**src/logic/adc_link_config.svh**
```systemverilog
// shared constants for the ADC link
// bit time is ADC_LINK_BIT_TICKS+1 clocks, so change it only with the line rate in mind
// channel width must hold ADC_LINK_CHANNELS-1 and leave room for the header tag in 8 bits
`ifndef ADC_LINK_CONFIG_SVH
`define ADC_LINK_CONFIG_SVH

// counter limit per serial bit
`define ADC_LINK_BIT_TICKS 104
// multiplexer channels, channel number wraps at this value
`define ADC_LINK_CHANNELS 8
`define ADC_LINK_CHAN_W 4
// high nibble of every header frame
`define ADC_LINK_HDR_TAG 4'hA

`endif

```
**src/logic/adc_link_pkg.sv**
```systemverilog
// state and position types shared by the ADC link blocks
// encodings are fixed, the serializer relies on consecutive bit positions
`default_nettype none

package adc_link_pkg;

	// acquisition sequencer
	typedef enum logic [2:0] {
		acq_mux_on     = 3'd0,
		acq_settle     = 3'd1,
		acq_start      = 3'd2,
		acq_wait_busy  = 3'd3,
		acq_wait_done  = 3'd4,
		acq_load       = 3'd5,
		acq_hand_off   = 3'd6,
		acq_wait_ready = 3'd7
	} acq_state_t;

	// frame dispatcher
	typedef enum logic [1:0] {
		disp_idle         = 2'd0,
		disp_shot         = 2'd1,
		disp_wait_confirm = 2'd2,
		disp_done         = 2'd3
	} disp_state_t;

	// link handshake
	typedef enum logic [1:0] {
		link_idle     = 2'd0,
		link_load     = 2'd1,
		link_send     = 2'd2,
		link_wait_end = 2'd3
	} link_state_t;

	// serializer bit position, start bit first, data MSB first
	typedef enum logic [3:0] {
		tx_start = 4'd0,
		tx_bit0  = 4'd1,
		tx_bit1  = 4'd2,
		tx_bit2  = 4'd3,
		tx_bit3  = 4'd4,
		tx_bit4  = 4'd5,
		tx_bit5  = 4'd6,
		tx_bit6  = 4'd7,
		tx_bit7  = 4'd8,
		tx_stop  = 4'd9
	} tx_bit_t;

endpackage

`default_nettype wire

```
**src/logic/frame_if.sv**
```systemverilog
// one frame request, dispatcher to link block
// shot and confirm are single-cycle pulses, frame stays put from shot to confirm
// second marks the data frame of a sample
`timescale 1ns/1ps
`default_nettype none

interface frame_if;

	logic       shot;
	logic       confirm;
	logic [7:0] frame;
	logic       second;

	modport master (
		output shot,
		output frame,
		output second,
		input  confirm
	);

	// the link block does not care which frame of the pair it sends
	modport slave (
		input  shot,
		input  frame,
		output confirm
	);

endinterface

`default_nettype wire

```
**src/logic/sample_if.sv**
```systemverilog
// one converted sample with its channel, sequencer to dispatcher
// valid holds with data and channel stable until the sink drops ready
// only one sample is ever in flight
`include "adc_link_config.svh"
`timescale 1ns/1ps
`default_nettype none

interface sample_if;

	logic                       valid;
	// high while the dispatcher owns the sample
	logic                       ready;
	logic [7:0]                 data;
	logic [`ADC_LINK_CHAN_W-1:0] channel;

	modport source (
		output valid,
		output data,
		output channel,
		input  ready
	);

	modport sink (
		input  valid,
		input  data,
		input  channel,
		output ready
	);

endinterface

`default_nettype wire

```
**src/logic/acq_sequencer.sv**
```systemverilog
// drives the external multiplexed ADC through one conversion per sample
// eoc must rise and then fall, data_in is sampled on the falling edge of eoc
// next conversion starts only after the dispatcher releases the sample
`include "adc_link_config.svh"
`timescale 1ns/1ps
`default_nettype none

module acq_sequencer import adc_link_pkg::*; (
	input  logic                        clock,
	input  logic                        reset,
	input  logic                        eoc,
	input  logic [7:0]                  data_in,
	output logic                        soc,
	output logic                        load_dato,
	output logic                        mux_en,
	output logic [`ADC_LINK_CHAN_W-1:0] canale,
	sample_if.source                    smp
);

	localparam int chan_w = `ADC_LINK_CHAN_W;
	localparam logic [chan_w-1:0] chan_last = chan_w'(`ADC_LINK_CHANNELS - 1);

	acq_state_t        state;
	logic [chan_w-1:0] chan_cnt;
	logic [chan_w-1:0] chan_next;
	logic              conv_done;

	// channel counter wraps at the channel count
	assign chan_next = (chan_cnt == chan_last) ? '0 : chan_cnt + 1'b1;
	// falling eoc after it was seen high
	assign conv_done = (state == acq_wait_done) && !eoc;

	always_ff @(posedge clock) begin
		if (reset) begin
			state     <= acq_mux_on;
			soc       <= 1'b0;
			load_dato <= 1'b0;
			mux_en    <= 1'b0;
			canale    <= '0;
			chan_cnt  <= '0;
			smp.valid <= 1'b0;
		end else begin
			// load_dato is a single pulse
			load_dato <= 1'b0;
			case (state)
				acq_mux_on: begin
					mux_en <= 1'b1;
					state  <= acq_settle;
				end
				// one cycle for the mux to settle
				acq_settle: state <= acq_start;
				acq_start: begin
					soc   <= 1'b1;
					state <= acq_wait_busy;
				end
				// converter signals busy with eoc high
				acq_wait_busy: begin
					if (eoc) begin
						state <= acq_wait_done;
					end
				end
				acq_wait_done: begin
					if (!eoc) begin
						load_dato <= 1'b1;
						mux_en    <= 1'b0;
						chan_cnt  <= chan_next;
						state     <= acq_load;
					end
				end
				acq_load: begin
					soc       <= 1'b0;
					canale    <= chan_cnt;
					smp.valid <= 1'b1;
					state     <= acq_hand_off;
				end
				// wait for the dispatcher to take the sample
				acq_hand_off: begin
					if (smp.ready) begin
						state <= acq_wait_ready;
					end
				end
				// ready low again means both frames are finished
				acq_wait_ready: begin
					if (!smp.ready) begin
						smp.valid <= 1'b0;
						state     <= acq_mux_on;
					end
				end
				default: state <= acq_mux_on;
			endcase
		end
	end

	// sample payload, held until the next conversion ends
	always_ff @(posedge clock) begin
		if (conv_done) begin
			smp.data    <= data_in;
			smp.channel <= chan_next;
		end
	end

endmodule

`default_nettype wire

```
**src/logic/adc_link_top.sv**
```systemverilog
// ADC acquisition link, two serial frames per sample
// dsr is sampled once per frame at the send decision
// single clock domain, eoc and dsr must already be synchronous
`include "adc_link_config.svh"
`timescale 1ns/1ps
`default_nettype none

module adc_link_top (
	input  logic                        clock,
	input  logic                        reset,
	input  logic                        eoc,
	input  logic                        dsr,
	input  logic [7:0]                  data_in,
	output logic                        soc,
	output logic                        load_dato,
	output logic                        mux_en,
	output logic                        add_mpx2,
	output logic                        error,
	output logic                        data_out,
	output logic [`ADC_LINK_CHAN_W-1:0] canale
);

	// link to serializer
	logic       tx_start;
	logic [7:0] tx_data;
	logic       tx_done;

	sample_if smp_if ();
	frame_if  frm_if ();

	acq_sequencer i_acq_sequencer (
		.clock     (clock),
		.reset     (reset),
		.eoc       (eoc),
		.data_in   (data_in),
		.soc       (soc),
		.load_dato (load_dato),
		.mux_en    (mux_en),
		.canale    (canale),
		.smp       (smp_if.source)
	);

	frame_dispatcher i_frame_dispatcher (
		.clock    (clock),
		.reset    (reset),
		.smp      (smp_if.sink),
		.frm      (frm_if.master),
		.add_mpx2 (add_mpx2)
	);

	serial_link i_serial_link (
		.clock    (clock),
		.reset    (reset),
		.frm      (frm_if.slave),
		.dsr      (dsr),
		.error    (error),
		.tx_start (tx_start),
		.tx_data  (tx_data),
		.tx_done  (tx_done)
	);

	uart_serializer i_uart_serializer (
		.clock    (clock),
		.reset    (reset),
		.start    (tx_start),
		.data     (tx_data),
		.done     (tx_done),
		.data_out (data_out)
	);

endmodule

`default_nettype wire

```
**src/logic/frame_dispatcher.sv**
```systemverilog
// splits each sample into a header frame and a data frame
// header is the tag nibble over the channel number
// add_mpx2 marks the data frame and drops together with ready
`include "adc_link_config.svh"
`timescale 1ns/1ps
`default_nettype none

module frame_dispatcher import adc_link_pkg::*; (
	input  logic       clock,
	input  logic       reset,
	sample_if.sink     smp,
	frame_if.master    frm,
	output logic       add_mpx2
);

	localparam logic [7-`ADC_LINK_CHAN_W:0] hdr_tag = `ADC_LINK_HDR_TAG;

	disp_state_t state;
	logic        accept;
	logic        header_done;

	// new sample taken in idle
	assign accept = (state == disp_idle) && smp.valid;
	// header confirmed, data frame next
	assign header_done = (state == disp_wait_confirm) && frm.confirm && !frm.second;

	always_ff @(posedge clock) begin
		if (reset) begin
			state      <= disp_idle;
			smp.ready  <= 1'b0;
			frm.shot   <= 1'b0;
			frm.second <= 1'b0;
			add_mpx2   <= 1'b0;
		end else begin
			frm.shot <= 1'b0;
			case (state)
				disp_idle: begin
					if (smp.valid) begin
						smp.ready  <= 1'b1;
						frm.second <= 1'b0;
						state      <= disp_shot;
					end
				end
				disp_shot: begin
					frm.shot <= 1'b1;
					add_mpx2 <= frm.second;
					state    <= disp_wait_confirm;
				end
				disp_wait_confirm: begin
					if (frm.confirm) begin
						if (!frm.second) begin
							frm.second <= 1'b1;
							state      <= disp_shot;
						end else begin
							// both frames out or dropped, release the sample
							smp.ready  <= 1'b0;
							frm.second <= 1'b0;
							add_mpx2   <= 1'b0;
							state      <= disp_done;
						end
					end
				end
				// lets valid fall before idle looks at it again
				disp_done: state <= disp_idle;
				default: state <= disp_idle;
			endcase
		end
	end

	// frame byte, stable from shot to confirm
	always_ff @(posedge clock) begin
		if (accept) begin
			frm.frame <= {hdr_tag, smp.channel};
		end else if (header_done) begin
			frm.frame <= smp.data;
		end
	end

endmodule

`default_nettype wire

```
**src/logic/serial_link.sv**
```systemverilog
// link handshake with the transmit holding register
// a frame is sent only when dsr is high at the send decision
// otherwise it is dropped, error is set and the frame is still confirmed
`timescale 1ns/1ps
`default_nettype none

module serial_link import adc_link_pkg::*; (
	input  logic       clock,
	input  logic       reset,
	frame_if.slave     frm,
	input  logic       dsr,
	output logic       error,
	output logic       tx_start,
	output logic [7:0] tx_data,
	input  logic       tx_done
);

	link_state_t state;
	// transmit holding register
	logic [7:0]  hold_reg;

	assign tx_data = hold_reg;

	always_ff @(posedge clock) begin
		if (reset) begin
			state       <= link_idle;
			error       <= 1'b0;
			tx_start    <= 1'b0;
			frm.confirm <= 1'b0;
		end else begin
			tx_start    <= 1'b0;
			frm.confirm <= 1'b0;
			case (state)
				link_idle: begin
					if (frm.shot) begin
						state <= link_load;
					end
				end
				link_load: begin
					state <= link_send;
				end
				link_send: begin
					if (dsr) begin
						error    <= 1'b0;
						tx_start <= 1'b1;
						state    <= link_wait_end;
					end else begin
						// remote not ready, frame is lost
						error       <= 1'b1;
						frm.confirm <= 1'b1;
						state       <= link_idle;
					end
				end
				link_wait_end: begin
					if (tx_done) begin
						frm.confirm <= 1'b1;
						state       <= link_idle;
					end
				end
				default: state <= link_idle;
			endcase
		end
	end

	// frame captured in the load cycle
	always_ff @(posedge clock) begin
		if (state == link_load) begin
			hold_reg <= frm.frame;
		end
	end

endmodule

`default_nettype wire

```
**src/logic/uart_serializer.sv**
```systemverilog
// asynchronous serializer, one start bit, 8 data bits MSB first, one stop bit
// each bit lasts ADC_LINK_BIT_TICKS+1 clocks, no parity
// start is ignored while a byte is still on the line
`include "adc_link_config.svh"
`timescale 1ns/1ps
`default_nettype none

module uart_serializer import adc_link_pkg::*; (
	input  logic       clock,
	input  logic       reset,
	input  logic       start,
	input  logic [7:0] data,
	output logic       done,
	output logic       data_out
);

	localparam int tick_w = $clog2(`ADC_LINK_BIT_TICKS + 1);
	localparam logic [tick_w-1:0] tick_max = tick_w'(`ADC_LINK_BIT_TICKS);

	tx_bit_t           bit_pos;
	logic              active;
	logic [tick_w-1:0] tick;
	logic [7:0]        shreg;
	logic              bit_end;

	// last clock of the current bit
	assign bit_end = active && (tick == tick_max);
	// pulse in the final cycle of the stop bit
	assign done = bit_end && (bit_pos == tx_stop);

	always_ff @(posedge clock) begin
		if (reset) begin
			active   <= 1'b0;
			bit_pos  <= tx_start;
			tick     <= '0;
			data_out <= 1'b1;
		end else if (!active) begin
			if (start) begin
				active   <= 1'b1;
				bit_pos  <= tx_start;
				tick     <= '0;
				// start bit
				data_out <= 1'b0;
			end
		end else if (!bit_end) begin
			tick <= tick + 1'b1;
		end else begin
			tick <= '0;
			case (bit_pos)
				tx_stop: begin
					// line stays idle high
					active  <= 1'b0;
					bit_pos <= tx_start;
				end
				tx_bit7: begin
					data_out <= 1'b1;
					bit_pos  <= tx_stop;
				end
				default: begin
					data_out <= shreg[7];
					bit_pos  <= tx_bit_t'(bit_pos + 1'b1);
				end
			endcase
		end
	end

	// shift register, MSB leaves first
	always_ff @(posedge clock) begin
		if (!active && start) begin
			shreg <= data;
		end else if (bit_end && bit_pos != tx_stop && bit_pos != tx_bit7) begin
			shreg <= {shreg[6:0], 1'b0};
		end
	end

endmodule

`default_nettype wire

```
**config.mk**
```make
export PLATFORM = sky130hd
export DESIGN_NAME = adc_link_top
export DESIGN_NICKNAME = d
export VERILOG_FILES = /design/src/logic/adc_link_pkg.sv /design/src/logic/frame_if.sv /design/src/logic/sample_if.sv /design/src/logic/acq_sequencer.sv /design/src/logic/adc_link_top.sv /design/src/logic/frame_dispatcher.sv /design/src/logic/serial_link.sv /design/src/logic/uart_serializer.sv
export VERILOG_INCLUDE_DIRS = /design/src /design/src/logic
export SDC_FILE = /design/constraint.sdc
export NUM_CORES = 1
export LEC_CHECK = 0
export ABC_AREA = 1
export BUFFER_PORTS_ARGS = -buffer_cell sky130_fd_sc_hd__buf_2
export CORE_AREA = 8 8 87 89
export DETAILED_ROUTE_END_ITERATION = 10
export DIE_AREA = 0 0 95 97
export PLACE_DENSITY = 0.78
export SYNTH_ARGS = -nofsm -noshare
export SYNTH_HDL_FRONTEND = slang
export SYNTH_HIERARCHICAL = 1
export SYNTH_SLANG_ARGS = --single-unit
export TNS_END_PERCENT = 5
```
**constraint.sdc**
```tcl
create_clock -name clock -period 1.3 [get_ports clock]
set_input_delay 0.065 -clock clock [delete_from_list [all_inputs] [get_ports clock]]
set_output_delay 0.065 -clock clock [all_outputs]
set_load 0.02 [all_outputs]
```
Yosys cells after proc, flatten, opt, wreduce, memory -nomap -nowiden
Cells that the tools add are included.
{ "classes": {"add_sub_neg": 3, "eq_ne": 30, "n_mux": 53, "n_bitwise": 3, "n_reduce_logical": 36} }
{ "ops": {"columns": ["cell", "count"], "rows": [
  ["4-bit 2-to-1 mux", 6],
  ["3-bit one-hot mux with 8 select lines", 1],
  ["7-bit 2-to-1 mux", 3],
  ["1-bit 2-to-1 mux", 20],
  ["8-bit 2-to-1 mux", 2],
  ["1-bit one-hot mux with 2 select lines", 8],
  ["2-bit one-hot mux with 4 select lines", 2],
  ["2-bit nonzero test", 8],
  ["2-bit inequality test, second input constant", 7],
  ["3-bit == test, second input constant", 4],
  ["2-bit 2-to-1 mux", 6],
  ["3-bit 2-to-1 mux", 4],
  ["2-bit AND reduction", 6],
  ["1-bit logical AND", 9],
  ["3-bit AND reduction", 3],
  ["4-bit by 1-bit adder with 4-bit output, second input constant", 2],
  ["2-bit == test, second input constant", 4],
  ["4-bit == test, second input constant", 2],
  ["2-bit by 1-bit inequality test with 1-bit output, second input constant", 4],
  ["4-bit inequality test, second input constant", 2],
  ["4-bit one-hot mux with 2 select lines", 1],
  ["4-bit AND reduction", 2],
  ["7-bit by 1-bit adder with 7-bit output, second input constant", 1],
  ["7-bit == test, second input constant", 1],
  ["other kinds (9)", 17]
]} }
{ "word_totals": {"regBits": 75, "input_bits": 12, "output_inout_bits": 10, "wordCells": 151} }

Longest topological paths before layout
{ "depth": {"word_depth": 6, "ltp_mapped": 11, "ltp_nobuf": 11} }

Modules after synthesis
The synthesis kept the hierarchy.
{ "modules_own_cells": {"columns": ["mod", "instances", "cells_each", "area_per_inst_um2", "seq_area_each_um2"], "rows": [
  ["uart_serializer", 1, 147, 1171.1, 500.5],
  ["acq_sequencer", 1, 103, 1024.7, 660.6],
  ["frame_dispatcher", 1, 74, 595.6, 320.3],
  ["serial_link", 1, 36, 437.9, 340.3]
]} }

Worst setup path after synthesis
OpenSTA, ideal clock, no wires.
{ "synth_timing": {"path_kind": "register -> register", "from": "register i_uart_serializer.bit_pos[0]", "to": "register i_uart_serializer.shreg[0], enable pin", "setup_time_ps": 329, "t_arrival_ps": 1144, "required_time_ps": 971, "setup_slack_ps": -173, "path_stages_with_launch": 8, "n_path_buf": 0, "synth_period_minus_slack_ps": 1473, "cell_sequence": "dfxtp_1 > inv_1 > ha_1 > inv_1 > nand2_1 > nand2_1 > nand3_1 > nand2_1"} }
{ "synth_via": {"elab_chain_len": 4, "word_cells_on_any_way": 5, "cone_classes": "eq/ne (2); reduce/logical (3)"} }
{ "synth_lines": {"columns": ["element", "line_no", "source"], "rows": [
  ["start: declaration", "uart_serializer.sv:20", "tx_bit_t bit_pos;"],
  ["start signal: assignment", "uart_serializer.sv:34", "bit_pos <= tx_start;"],
  ["start signal: assignment", "uart_serializer.sv:40", "bit_pos <= tx_start;"],
  ["start signal: assignment", "uart_serializer.sv:53", "bit_pos <= tx_start;"],
  ["4-bit inequality test", "uart_serializer.sv:71", "end else if (bit_end && bit_pos != tx_stop && bit_pos != tx_bit7) begin"],
  ["1-bit logical AND", "uart_serializer.sv:71", null],
  ["1-bit logical AND (*)", "uart_serializer.sv:71", null],
  ["2-bit nonzero test (no line) (*)", null, null],
  ["end signal: assignment", "uart_serializer.sv:70", "shreg <= data;"],
  ["end signal: assignment", "uart_serializer.sv:72", "shreg <= {shreg[6:0], 1'b0};"],
  ["end: declaration", "uart_serializer.sv:23", "logic [7:0] shreg;"]
]} }
Every way passes the cells marked *; elsewhere a longest branch is shown, timed or not.
A chain may end at the register's enable or synchronous reset.

Worst setup path after layout
{ "layout_timing": {"from": "register i_uart_serializer.tick[5]", "to": "register i_serial_link.state[1]"} }
{ "layout_via": {"elab_chain_len": 5} }
{ "layout_lines": {"columns": ["element", "line_no", "source"], "rows": [
  ["start: declaration", "uart_serializer.sv:22", "logic [tick_w-1:0] tick;"],
  ["start signal: assignment", "uart_serializer.sv:46", "tick <= tick + 1'b1;"],
  ["7-bit == test", "uart_serializer.sv:27", "assign bit_end = active && (tick == tick_max);"],
  ["1-bit logical AND", "uart_serializer.sv:27", null],
  ["1-bit logical AND", "uart_serializer.sv:29", "assign done = bit_end && (bit_pos == tx_stop);"],
  ["via tx_done", "adc_link_top.sv:26", "logic tx_done;"],
  ["2-bit by 1-bit inequality test with 1-bit output (no line)", null, null],
  ["2-bit AND reduction (no line)", null, null],
  ["end signal: assignment", "serial_link.sv:51", "state <= link_idle;"],
  ["end signal: assignment", "serial_link.sv:57", "state <= link_idle;"],
  ["end signal: assignment", "serial_link.sv:60", "default: state <= link_idle;"],
  ["end: declaration", "serial_link.sv:18", "link_state_t state;"]
]} }
The timed path passes the listed nets, and every way through them passes these cells.

==> results.toml <==
[status]
status = "complete, but fails checks"
violations = "negative setup slack"

[floorplanning]
dieArea_sq_um = 9220
coreArea_sq_um = 6200
initial_core_util = 0.520
die_w_um = 95
rows = 29
dieHeight_um = 97
io_pins = 22

[synth]
synth_adder_area_share = 0.0232
ys_seq_area_frac = 0.564
synth_area_sq_um = 3230
avgSynthCellArea_sq_um = 8.97
synth_xor_area_frac = 0.00271
synth_top_family_by_area = "simple AND/OR/NAND/NOR gates"
yosys_register_bits = 75
yosys_warnings = 6
synth_compound_area_frac = 0.0748
synthMuxAreaShare = 0.0244
synthCells = 360
synth-simple-area-share = 0.242
syn_nets = 378
ys_types = 28

[timing]
rsz0062_at_grt = "yes"
min_period_ps = 1330
setup_ws_ps = -28.2
finalSetupViolations = 3
finalHoldViolations = 0
max_slew_margin = 0.750
slew_violations = 0
worst_slew_pin_slew_ps = 375
finalCritPeriodShare = 1.02
skew_ps = 7.30
holdWs_ps = 50.6
max_freq_mhz = 753

[detailed_routing]
drt_iter0_drc = 116
wl_per_cell_um = 12.2
drtPass1Iterations = 4
vias = 2531
ant_nets = 0
drt-total-wl_um = 6100
vias_per_cell = 5.04
drc_errors = 0

[setup_path]
critical_path_arrival_ps = 1560
worstSetupStartpointType = "flop"
r2r_slack_ps = -30
cp_max_fo = 3
end_kind = "flop"
cp.required_ps = 1540
crit_type = "reg2reg"

[global_routing]
grt_pass1_wl_um = 10500
grt_pass1_vias = 2417
grt-ovfl-total = 0
antenna_found_initial = 0
grt_max_degree = 23
grtUsageTotal = 0.141

[clocking]
clock-sinks = 75
cts.htree.levels = 3
cts_root_buffer = "clkbuf_8"
cts_buffers = 9
clk_pin_slew_ps = 70
cts_tree = "done"
max-clock-path-buffers = 2
clk_latency_ps = 330

[placement]
post-place-ws_ps = -44.0
hpwlAfterDp_um = 4250
placed_cell_area_sq_um = 3630
dp.cells = 477
io_buffers = 21
gp_congestion = 0.884

[finish]
fin_util = 0.642
fill_cells = 481
final_nets = 438
drive_gt1_frac = 0.259
multiInputGateArea_sq_um = 1280
stdcell_count = 502
n_antenna_cell = 0
fin_area_sq_um = 3980
register_area_sq_um = 1830
syn_to_final_growth_pct = 23.3

[power]
p_leak_uw = 0.00169
max-vdd-ir-drop_mv = 0.734
power_density_nw_per_um2 = 1230

[min_path]
hp-class = "in2reg"

[run]
cap_violations = 0
through the flow:
| step | total power [uW] | TNS, ps |
|---|---|---|
| detailed placement | 3190 | -250 |
| global route | 5140 | -622 |
| global placement | 3170 | 0 |
| CTS | 4950 | -27.8 |
| floorplan | 3060 | -343 |
| finish | 4900 | -43.8 |
cells by family after synthesis:
| kind of cell | after synthesis |
|---|---|
| mux | 7 |
| xor+xnor | 1 |
| compound gates | 47 |
| flops | 75 |
| buf+inv | 58 |
| fa+ha+maj | 6 |
| simple gates | 166 |
cells in the final DEF (no fill, tap or decap), types with 5 or more instances in the layout:
master / instances
clkbuf_8: 10
nand3_2: 5
edfxtp_1: 32
a21oi_1: 22
dfxtp_1: 39
buf_2: 21
nor2_1: 23
o21ai_1: 5
nand4_1: 7
inv_2: 10
nor2_4: 6
nand3_1: 36
buf_4: 23
mux2_2: 7
nand2_1: 73
dlygate4sd3_1: 8
inv_1: 44
o21ai_0: 13
routing by layer:
layer | wire, um | GRT usage | vias up
met1 | 2690 | 0.163 | 1166
met4 | 63 | 0.0697 | 0
met5 | 0 | 0 | -
met3 | 246 | 0.0448 | 6
li1 | - | - | 1307
met2 | 3100 | 0.229 | 52
cell usage after synthesis:
library cell | instances | share of area
a21oi_1 | 26 | 0.040
a31oi_1 | 1 | 0.0019
buf_2 | 2 | 0.0031
clkbuf_1 | 1 | 0.0012
clkbuf_2 | 1 | 0.0015
dfxtp_1 | 43 | 0.27
edfxtp_1 | 32 | 0.30
ha_1 | 6 | 0.023
inv_1 | 48 | 0.056
inv_2 | 6 | 0.0070
mux2_2 | 7 | 0.024
nand2_1 | 76 | 0.088
nand2_2 | 3 | 0.0058
nand2_4 | 1 | 0.0035
nand3_1 | 40 | 0.062
nand3_2 | 2 | 0.0062
nand3b_1 | 1 | 0.0023
nand4_1 | 7 | 0.014
nand4_4 | 1 | 0.0066
nor2_1 | 25 | 0.029
nor2_2 | 4 | 0.0077
nor2_4 | 4 | 0.014
nor3_1 | 2 | 0.0031
o21a_1 | 1 | 0.0023
o21ai_0 | 13 | 0.020
o21ai_1 | 5 | 0.0077
o21bai_1 | 1 | 0.0023
xnor2_1 | 1 | 0.0027
registers in the layout (all words and copies together), names as in the netlist, 4 cells and up:
signal	cells
i_uart_serializer/bit_pos	4
i_acq_sequencer/smp.channel	4
i_acq_sequencer/smp.data	8
i_uart_serializer/tick	7
i_frame_dispatcher/frm.frame	8
i_acq_sequencer/canale	4
i_serial_link/tx_data	8
i_acq_sequencer/chan_cnt	4
i_uart_serializer/shreg	8
power by group:
group | internal [uW] | switching [uW] | leakage [uW]
Clock | 927 | 817 | 0.0000906
Combinational | 200 | 292 | 0.000955
Sequential | 2570 | 90.4 | 0.000641
Total | 3700 | 1200 | 0.00169
area by class of cell:
class	instances	share of cell area
clock inverters	5	0.0132
multi-input cells	227	0.322
flip-flops and latches	75	0.459
well taps	77	0.0242
clock buffers	11	0.0355
repair buffers	53	0.0949
inverters	54	0.0509
worst max-delay path, stage by stage, from the launching register on:
cell	delay, ps
dfxtp_1	370
inv_1	70
nor2_1	230
nand3_4	120
nor2_4	150
inv_2	40
nand3_2	60
nand3_1	70
nand2_1	70
inv_1	40
final timing paths:
kind                                         endpoint  cells past startpoint                                      start
hold reg to reg    i_serial_link/tx_data[1]$_DFFE_PN_                      0  i_frame_dispatcher/frm.frame[1]$_DFFE_PP_
setup reg to reg  i_serial_link/state[1]$_SDFFE_PP0P_                      9     i_uart_serializer/tick[5]$_SDFFE_PP0P_
setup / recovery  i_serial_link/state[1]$_SDFFE_PP0P_                      9     i_uart_serializer/tick[5]$_SDFFE_PP0P_
hold / removal       i_serial_link/error$_SDFFE_PP0N_                      4                                        dsr
timing repair:
action                                  4_1_cts  5_1_grt
endpoints found under the hold margin         8        0
setup buffers                                 1        0
hold buffers                                  8        0
endpoints found under the setup margin       10       28
pin swaps                                     6        8
resized for setup                             8       11
Power figures use the tool's default switching activity.
